File: config.mk
export PLATFORM = sky130hd
export DESIGN_NAME = dac_interface
export DESIGN_NICKNAME = d
export VERILOG_FILES = /design/src/hdl/dac_pkg.sv /design/src/hdl/dac_cmd_ctrl.sv /design/src/hdl/lfsr_lane_bank.sv /design/src/hdl/tri_wave_gen.sv /design/src/hdl/sample_generator.sv /design/src/hdl/dac_interface.sv
export SDC_FILE = /design/constraint.sdc
export NUM_CORES = 1
export LEC_CHECK = 0
export BUFFER_PORTS_ARGS = -buffer_cell sky130_fd_sc_hd__buf_2
export CORE_MARGIN = 3
export CORE_UTILIZATION = 57
export DETAILED_ROUTE_END_ITERATION = 10
export MAX_ROUTING_LAYER = met4
export PLACE_DENSITY_LB_ADDON = 0.2
export RECOVER_POWER = 25
export SKIP_CTS_REPAIR_TIMING = 1
export SLEW_MARGIN = 10
export SYNTH_ARGS = -nofsm -noshare
export SYNTH_HDL_FRONTEND = slang
export SYNTH_HIERARCHICAL = 1
export SYNTH_SLANG_ARGS = --single-unit
File: constraint.sdc
create_clock -name ps_clk -period 5.8 [get_ports ps_clk]
set_input_delay 0.58 -clock ps_clk [delete_from_list [all_inputs] [get_ports ps_clk]]
set_output_delay 0.58 -clock ps_clk [all_outputs]
set_load 0.01 [all_outputs]
File: src/hdl/dac_pkg.sv
package dac_pkg;

	// ================================================
	// Widths and counts
	// ================================================
	localparam int SAMPLE_WIDTH = 16;
	localparam int BATCH_SAMPLES = 4;
	localparam int SCALE_WIDTH = 4;
	localparam int MEM_SIZE = 8;
	localparam int DATA_WIDTH = 16;

	// Mailbox slot map.
	localparam int SEED_VALID_ID = 0;
	localparam int TRIG_WAVE_ID = 1;
	localparam int SEED_BASE_ID = 2;

	// ================================================
	// Generator constants
	// ================================================
	// Galois mask for x^16 + x^14 + x^13 + x^11 + 1.
	localparam logic [SAMPLE_WIDTH-1:0] LFSR_TAPS = 16'hB400;
	localparam logic [SAMPLE_WIDTH-1:0] LFSR_ZERO_FILL = 16'hACE1;
	localparam logic [SAMPLE_WIDTH-1:0] TRI_STEP = 16'h0640;
	// Phase advance for one whole batch.
	localparam logic [SAMPLE_WIDTH-1:0] TRI_BATCH_STEP = SAMPLE_WIDTH'(BATCH_SAMPLES * TRI_STEP);

	typedef enum logic [1:0] {
		IDLE,
		SEND_CMD,
		RST_DAC,
		HALT_DAC
	} ctrl_state_t;

	typedef enum logic [2:0] {
		CMD_NONE,
		CMD_RST,
		CMD_HALT,
		CMD_SEED,
		CMD_TRI,
		CMD_SCALE
	} gen_cmd_t;

	typedef enum logic [1:0] {
		MODE_OFF,
		MODE_LFSR,
		MODE_TRI
	} gen_mode_t;

endpackage

File: src/hdl/dac_cmd_ctrl.sv
`timescale 1ns/1ps

module dac_cmd_ctrl
	import dac_pkg::*;
(
	input  logic                                      ps_clk,
	input  logic                                      ps_rst,
	input  logic                                      halt,
	input  logic [MEM_SIZE-1:0]                       fresh_bits,
	input  logic [MEM_SIZE-1:0][DATA_WIDTH-1:0]       read_resps,
	input  logic [SCALE_WIDTH-1:0]                    scale_factor_in,
	input  logic                                      cmd_done,
	output logic                                      cmd_valid,
	output gen_cmd_t                                  cmd_op,
	output logic [SCALE_WIDTH-1:0]                    cmd_scale,
	output logic [BATCH_SAMPLES-1:0][SAMPLE_WIDTH-1:0] cmd_seeds,
	output logic                                      cmd_ready
);

	ctrl_state_t state_q;
	logic pend_seed_q;
	logic pend_tri_q;
	logic halt_sent_q;
	logic [SCALE_WIDTH-1:0] last_scale_q;

	logic seed_req;
	logic tri_req;
	logic scale_req;
	logic issue;
	gen_cmd_t issue_op;

	// A fresh bit stays pending until its command goes out.
	assign seed_req = pend_seed_q | fresh_bits[SEED_VALID_ID];
	assign tri_req = pend_tri_q | fresh_bits[TRIG_WAVE_ID];
	assign scale_req = (scale_factor_in != last_scale_q);

	// ================================================
	// Command selection
	// ================================================
	always_comb begin
		issue = 1'b0;
		issue_op = CMD_NONE;
		case (state_q)
			RST_DAC: begin
				issue = 1'b1;
				issue_op = CMD_RST;
			end
			IDLE: begin
				if (!halt) begin
					// Seed before triangle before scale.
					if (seed_req) begin
						issue = 1'b1;
						issue_op = CMD_SEED;
					end else if (tri_req) begin
						issue = 1'b1;
						issue_op = CMD_TRI;
					end else if (scale_req) begin
						issue = 1'b1;
						issue_op = CMD_SCALE;
					end
				end
			end
			HALT_DAC: begin
				if (!halt_sent_q) begin
					issue = 1'b1;
					issue_op = CMD_HALT;
				end
			end
			default: ;
		endcase
	end

	always_ff @(posedge ps_clk) begin
		if (ps_rst) begin
			state_q <= RST_DAC;
			cmd_valid <= 1'b0;
			cmd_op <= CMD_NONE;
			cmd_scale <= '0;
			cmd_ready <= 1'b0;
			pend_seed_q <= 1'b0;
			pend_tri_q <= 1'b0;
			halt_sent_q <= 1'b0;
			last_scale_q <= '0;
		end else begin
			cmd_valid <= 1'b0;
			if (fresh_bits[SEED_VALID_ID])
				pend_seed_q <= 1'b1;
			if (fresh_bits[TRIG_WAVE_ID])
				pend_tri_q <= 1'b1;

			if (issue) begin
				cmd_valid <= 1'b1;
				cmd_op <= issue_op;
				cmd_scale <= scale_factor_in;
				cmd_ready <= 1'b0;
				state_q <= SEND_CMD;
				// The generator clears its scale on reset.
				if (issue_op != CMD_RST)
					last_scale_q <= scale_factor_in;
				if (issue_op == CMD_SEED)
					pend_seed_q <= 1'b0;
				if (issue_op == CMD_TRI)
					pend_tri_q <= 1'b0;
				if (issue_op == CMD_HALT)
					halt_sent_q <= 1'b1;
			end else begin
				case (state_q)
					IDLE: begin
						if (halt) begin
							state_q <= HALT_DAC;
							cmd_ready <= 1'b0;
						end
					end
					SEND_CMD: begin
						if (cmd_done) begin
							if (halt_sent_q) begin
								state_q <= HALT_DAC;
							end else begin
								state_q <= IDLE;
								cmd_ready <= 1'b1;
							end
						end
					end
					HALT_DAC: begin
						// Halt already sent, wait for release.
						if (!halt) begin
							halt_sent_q <= 1'b0;
							state_q <= IDLE;
							cmd_ready <= 1'b1;
						end
					end
					default: ;
				endcase
			end
		end
	end

	// Seed words are captured with the seed command.
	always_ff @(posedge ps_clk) begin
		if (issue && issue_op == CMD_SEED) begin
			for (int i = 0; i < BATCH_SAMPLES; i++) begin
				cmd_seeds[i] <= read_resps[SEED_BASE_ID + i];
			end
		end
	end

	a_valid_single: assert property (@(posedge ps_clk) disable iff (ps_rst)
		cmd_valid |=> !cmd_valid);

	a_done_in_send: assert property (@(posedge ps_clk) disable iff (ps_rst)
		cmd_done |-> state_q == SEND_CMD);

endmodule

File: src/hdl/lfsr_lane_bank.sv
`timescale 1ns/1ps

module lfsr_lane_bank
	import dac_pkg::*;
(
	input  logic                                       ps_clk,
	input  logic                                       ps_rst,
	input  logic                                       load_seeds,
	input  logic                                       step_lfsr,
	input  logic [BATCH_SAMPLES-1:0][SAMPLE_WIDTH-1:0] seeds,
	output logic [BATCH_SAMPLES-1:0][SAMPLE_WIDTH-1:0] lanes
);

	logic [BATCH_SAMPLES-1:0][SAMPLE_WIDTH-1:0] next_lanes;
	logic [BATCH_SAMPLES-1:0] lane_zero;
	logic loaded_q;

	// ================================================
	// Galois step and seed fill
	// ================================================
	always_comb begin
		for (int i = 0; i < BATCH_SAMPLES; i++) begin
			if (load_seeds) begin
				// Zero would lock the lane.
				next_lanes[i] = (seeds[i] == '0) ? LFSR_ZERO_FILL : seeds[i];
			end else if (step_lfsr) begin
				next_lanes[i] = (lanes[i] >> 1) ^ (lanes[i][0] ? LFSR_TAPS : '0);
			end else begin
				next_lanes[i] = lanes[i];
			end
			lane_zero[i] = (lanes[i] == '0);
		end
	end

	always_ff @(posedge ps_clk) begin
		if (ps_rst) begin
			lanes <= '0;
			loaded_q <= 1'b0;
		end else begin
			lanes <= next_lanes;
			if (load_seeds)
				loaded_q <= 1'b1;
		end
	end

	a_lane_nonzero: assert property (@(posedge ps_clk) disable iff (ps_rst)
		loaded_q |-> lane_zero == '0);

endmodule

File: src/hdl/tri_wave_gen.sv
`timescale 1ns/1ps

module tri_wave_gen
	import dac_pkg::*;
(
	input  logic                                       ps_clk,
	input  logic                                       ps_rst,
	input  logic                                       restart_tri,
	input  logic                                       step_tri,
	output logic [BATCH_SAMPLES-1:0][SAMPLE_WIDTH-1:0] tri_samples
);

	logic [SAMPLE_WIDTH-1:0] phase_q;
	logic [BATCH_SAMPLES-1:0][SAMPLE_WIDTH-1:0] samp_phase;
	logic [BATCH_SAMPLES-1:0][SAMPLE_WIDTH-1:0] doubled;

	always_ff @(posedge ps_clk) begin
		if (ps_rst || restart_tri) begin
			phase_q <= '0;
		end else if (step_tri) begin
			phase_q <= phase_q + TRI_BATCH_STEP;
		end
	end

	// ================================================
	// Phase to triangle
	// ================================================
	always_comb begin
		for (int i = 0; i < BATCH_SAMPLES; i++) begin
			samp_phase[i] = phase_q + SAMPLE_WIDTH'(i) * TRI_STEP;
			doubled[i] = {samp_phase[i][SAMPLE_WIDTH-2:0], 1'b0};
			// Falling half once the top bit is set.
			if (samp_phase[i][SAMPLE_WIDTH-1])
				tri_samples[i] = ~doubled[i];
			else
				tri_samples[i] = doubled[i];
		end
	end

endmodule

File: src/hdl/sample_generator.sv
`timescale 1ns/1ps

module sample_generator
	import dac_pkg::*;
(
	input  logic                                       ps_clk,
	input  logic                                       ps_rst,
	input  logic                                       cmd_valid,
	input  gen_cmd_t                                   cmd_op,
	input  logic [SCALE_WIDTH-1:0]                     cmd_scale,
	input  logic [BATCH_SAMPLES-1:0][SAMPLE_WIDTH-1:0] cmd_seeds,
	input  logic                                       dac0_rdy,
	output logic                                       cmd_done,
	output logic [BATCH_SAMPLES-1:0][SAMPLE_WIDTH-1:0] dac_batch,
	output logic                                       valid_dac_batch
);

	gen_mode_t mode_q;
	logic [SCALE_WIDTH-1:0] scale_q;

	logic accept;
	logic step_lfsr;
	logic step_tri;
	logic load_seeds;
	logic restart_tri;
	logic lane_clear;
	logic [BATCH_SAMPLES-1:0][SAMPLE_WIDTH-1:0] lanes;
	logic [BATCH_SAMPLES-1:0][SAMPLE_WIDTH-1:0] tri_samples;

	// ================================================
	// Command decode
	// ================================================
	assign load_seeds = cmd_valid && (cmd_op == CMD_SEED);
	assign restart_tri = cmd_valid && (cmd_op == CMD_TRI);
	assign lane_clear = ps_rst || (cmd_valid && (cmd_op == CMD_RST));

	always_ff @(posedge ps_clk) begin
		if (ps_rst) begin
			mode_q <= MODE_OFF;
			scale_q <= '0;
			cmd_done <= 1'b0;
		end else begin
			cmd_done <= cmd_valid;
			if (cmd_valid) begin
				case (cmd_op)
					CMD_RST: begin
						mode_q <= MODE_OFF;
						scale_q <= '0;
					end
					CMD_HALT: begin
						mode_q <= MODE_OFF;
						scale_q <= cmd_scale;
					end
					CMD_SEED: begin
						mode_q <= MODE_LFSR;
						scale_q <= cmd_scale;
					end
					CMD_TRI: begin
						mode_q <= MODE_TRI;
						scale_q <= cmd_scale;
					end
					CMD_SCALE: scale_q <= cmd_scale;
					default: ;
				endcase
			end
		end
	end

	// Sources only move on an accepted batch.
	assign valid_dac_batch = (mode_q != MODE_OFF);
	assign accept = valid_dac_batch && dac0_rdy;
	assign step_lfsr = accept && (mode_q == MODE_LFSR);
	assign step_tri = accept && (mode_q == MODE_TRI);

	lfsr_lane_bank i_lfsr (
		.ps_clk    (ps_clk),
		.ps_rst    (lane_clear),
		.load_seeds(load_seeds),
		.step_lfsr (step_lfsr),
		.seeds     (cmd_seeds),
		.lanes     (lanes)
	);

	tri_wave_gen i_tri (
		.ps_clk     (ps_clk),
		.ps_rst     (ps_rst),
		.restart_tri(restart_tri),
		.step_tri   (step_tri),
		.tri_samples(tri_samples)
	);

	always_comb begin
		for (int i = 0; i < BATCH_SAMPLES; i++) begin
			if (mode_q == MODE_TRI)
				dac_batch[i] = tri_samples[i] >> scale_q;
			else
				dac_batch[i] = lanes[i] >> scale_q;
		end
	end

	a_stop_on_halt: assert property (@(posedge ps_clk) disable iff (ps_rst)
		cmd_valid && (cmd_op == CMD_HALT || cmd_op == CMD_RST) |=> !valid_dac_batch);

endmodule

File: src/hdl/dac_interface.sv
`timescale 1ns/1ps

module dac_interface
	import dac_pkg::*;
(
	input  logic                                       ps_clk,
	input  logic                                       ps_rst,
	input  logic [MEM_SIZE-1:0]                        fresh_bits,
	input  logic [MEM_SIZE-1:0][DATA_WIDTH-1:0]        read_resps,
	input  logic [SCALE_WIDTH-1:0]                     scale_factor_in,
	input  logic                                       halt,
	input  logic                                       dac0_rdy,
	output logic [BATCH_SAMPLES-1:0][SAMPLE_WIDTH-1:0] dac_batch,
	output logic                                       valid_dac_batch,
	output logic                                       cmd_ready
);

	logic cmd_valid;
	gen_cmd_t cmd_op;
	logic [SCALE_WIDTH-1:0] cmd_scale;
	logic [BATCH_SAMPLES-1:0][SAMPLE_WIDTH-1:0] cmd_seeds;
	logic cmd_done;

	dac_cmd_ctrl i_ctrl (
		.ps_clk         (ps_clk),
		.ps_rst         (ps_rst),
		.halt           (halt),
		.fresh_bits     (fresh_bits),
		.read_resps     (read_resps),
		.scale_factor_in(scale_factor_in),
		.cmd_done       (cmd_done),
		.cmd_valid      (cmd_valid),
		.cmd_op         (cmd_op),
		.cmd_scale      (cmd_scale),
		.cmd_seeds      (cmd_seeds),
		.cmd_ready      (cmd_ready)
	);

	sample_generator i_gen (
		.ps_clk         (ps_clk),
		.ps_rst         (ps_rst),
		.cmd_valid      (cmd_valid),
		.cmd_op         (cmd_op),
		.cmd_scale      (cmd_scale),
		.cmd_seeds      (cmd_seeds),
		.dac0_rdy       (dac0_rdy),
		.cmd_done       (cmd_done),
		.dac_batch      (dac_batch),
		.valid_dac_batch(valid_dac_batch)
	);

endmodule

==> impl_metrics.tcl <==
set metrics [dict create \
    drv_cap 0 \
    die_height_um 149 \
    switching_power_uw 618 \
    yosys.area.top_type_share_pct 16.6 \
    clk_pin_slew_worst_paths_ns 0.07 \
    antenna_found_initial 0 \
    fin_ws_ns 1.47 \
    area_delta_synth_final_pct 8.18 \
    tns_ns 0 \
    worstPathArrival_ns 3.75 \
    initial_utilization_pct 59.1 \
    synth_commonest_cells "dfxtp_1, nand2_1, mux2i_1" \
    p_clk_share_pct 42.8 \
    dpl_worst_slack_ns 1.92 \
    die_w_um 149 \
    io_buffers 139 \
    setup_viol 0 \
    syn_area_mm2 0.0117 \
    wl_mm 28.2 \
    root_buffer "clkbuf_16" \
    p_int_uw 1900 \
    postRouteAntennaNets 0 \
    grt_max_degree 65 \
    final.min_clock_period_ns 4.33 \
    power_density_mw_per_mm2 199 \
    relSlewSlack_pct 22.0 \
    drive_gt1_share_pct 30.9 \
    synthTopCellsByArea "dfxtp_1, edfxtp_1, mux4_2" \
    cts.path.max_buffers 2 \
    numCtsBuffers 17 \
    clock_latency_ns 0.42 \
    hp-class "primary input to flop" \
    drc 0 \
    globalRoute.totalOverflow 0 \
    syn_area_per_cell_um2 10.8 \
    grt_setup_unrepaired "no" \
    required_ns 5.22 \
    critPathLaunchType "flop" \
    worstMarginPinSlew_ns 1.17 \
    rows 51 \
    status "finished, final reports clean" \
    period_share_pct 74.7 \
    end_kind "primary output" \
    synth_edf_count 64 \
    critPathKind "flop to primary output" \
    vias_per_cell 6.27 \
    vias 8841 \
    routabilityCongestion 0.900 \
    cts_tree "yes" \
    place_area_mm2 0.0121 \
    die_area_mm2 0.0223 \
    slew_violations 0 \
    pwr-share-seq_pct 49.3 \
    ys.flop_type "dfxtp_1" \
    core_area_mm2 0.0198 \
    grtUsageTotal_pct 26.0 \
    p_sw_share_pct 24.6 \
    dp_hpwl_mm 20.7 \
    cp_max_fo 24 \
    grt_pass1_wl_mm 44.6 \
    comb_power_share_pct 7.8 \
    timing.fmax_mhz 231 \
    fillCellCount 1606 \
    synth_warnings 6 \
    ys_seq_area_share_pct 33.0 \
    ys_seq_elements 161 \
    htree_levels 4 \
    grt_pass1_vias 7937 \
    syn_inst 1081 \
    first_iter_violations 958 \
    synth_top_cell_by_area "dfxtp_1" \
    yosysMostFrequentCell "dfxtp_1" \
    final.setup_skew_ns 0.00912 \
    leakagePower_uw 0.00468 \
    clkSinkCount 161 \
    hold_violations 0 \
    first_pass_iters 5 \
    async_flop_share_pct 0 \
    hold_slack_ns 0.329 \
    final_nets 1284 \
    ys_types 74 \
    antennaDiodeCount 0 \
    pin_count 210 \
    wl_per_cell_um 20.0 \
    synthesis.nets 1233 \
    peakVddDrop_mv 0.231 \
    fin_area_mm2 0.0127 \
]
[area by class of cell]
class	instances	area, µm²	share of cell area (%)
multi-input combinational	749	6900	54.5
timing repair buffer	154	806	6.37
sequential	161	3870	30.6
tap	265	332	2.62
inverter	49	184	1.45
clock inverter	14	144	1.14
clock buffer	17	425	3.36
[worst max-delay path, stage by stage, from the launching register on]
cell	delay, ns
dfxtp_1	0.51
inv_1	0.22
ha_1	0.25
nand3b_4	0.18
nor2_4	0.20
xnor2_4	0.15
inv_1	0.48
mux2i_1	0.20
mux4_2	0.52
mux4_2	0.46
inv_1	0.06
buf_2	0.12
[sequential cells by signal, indices dropped and copies added, names as in the netlist]
register             count
i_ctrl/cmd_seeds        64
i_ctrl/last_scale_q      4
i_ctrl/cmd_ready         1
i_gen/i_tri/phase_q      8
i_gen/mode_q             2
i_ctrl/state_q           2
i_ctrl/pend_tri_q        1
i_ctrl/cmd_valid         1
i_ctrl/pend_seed_q       1
i_gen/i_lfsr/lanes      64
i_ctrl/cmd_scale         4
i_gen/scale_q            4
i_ctrl/halt_sent_q       1
i_ctrl/cmd_op            3
i_gen/cmd_done           1
[power groups by stage]
stage	Clock (µW)	Combinational [µW]	Sequential (µW)
after CTS	1100	196	1240
after detailed placement	0	195	1270
after floorplan	0	144	1250
after global placement	0	192	1270
final	1080	196	1240
after global routing	1160	215	1250
[metal layers]
layer  global-route usage [%]  routed length [µm]  up-vias  part of all wire [%]
met4                     5.45                 374        0                   1.3
met3                     4.22                2830       33                    10
met5                        -                   0        -                     0
li1                         -                   -     4142                     -
met1                     42.5               13400     4205                    48
met2                     33.7               11600      461                    41
[metrics by stage]
step	power, µW	utilization (%)	instances
2_1_floorplan	1400	-	1081
3_3_place_gp	1460	61.1	1378
3_5_place_dp	1460	61.1	1378
4_1_cts	2540	64.0	1409
5_1_grt	2620	64.0	1409
6_report	2520	64.0	1409
[placed cells by master, fill, tap and decap left out, types with 5 or more instances in the layout]
master,instances
a211o_1,12
a21o_1,9
a21oi_1,65
a221oi_1,26
a22oi_1,12
a2bb2oi_1,9
a32o_1,5
and2_1,10
buf_2,137
buf_4,15
clkbuf_16,17
dfxtp_1,93
edfxtp_1,64
ha_1,8
inv_1,48
inv_6,6
mux2_2,36
mux2i_1,91
mux4_2,85
nand2_1,94
nand2b_1,16
nand3_1,8
nand4_1,5
nor2_1,50
nor2b_1,13
nor3_1,21
nor4_2,12
o21ai_0,14
o22ai_1,14
or2_2,5
xnor2_1,43
xor2_1,16
[final timing paths]
check	endpoint	slack (ns)	depth (start not counted)	start
worst max-delay path	dac_batch[16]	1.47	11	i_gen/i_tri/phase_q[10]
worst min-delay path	i_ctrl/cmd_seeds[20]	0.33	1	read_resps[52]
worst max register to register	i_gen/i_lfsr/lanes[5]	2.92	8	i_ctrl/cmd_op[0]
worst min register to register	i_ctrl/cmd_scale[1]	0.48	2	i_ctrl/cmd_scale[1]
[logic make-up (layout without fill, tap and decap cells)]
group           count (synthesis)  in the layout  share of synthesized area, %
compound gates                210            210                          12.9
buf+inv                       171            234                          8.10
mux                           214            214                          28.1
xor+xnor                       63             63                          5.26
simple gates                  254            254                          11.8
flops                         161            161                          33.0
fa+ha+maj                       8              8                         0.856
Note: power is estimated with default switching activity, not from simulation.
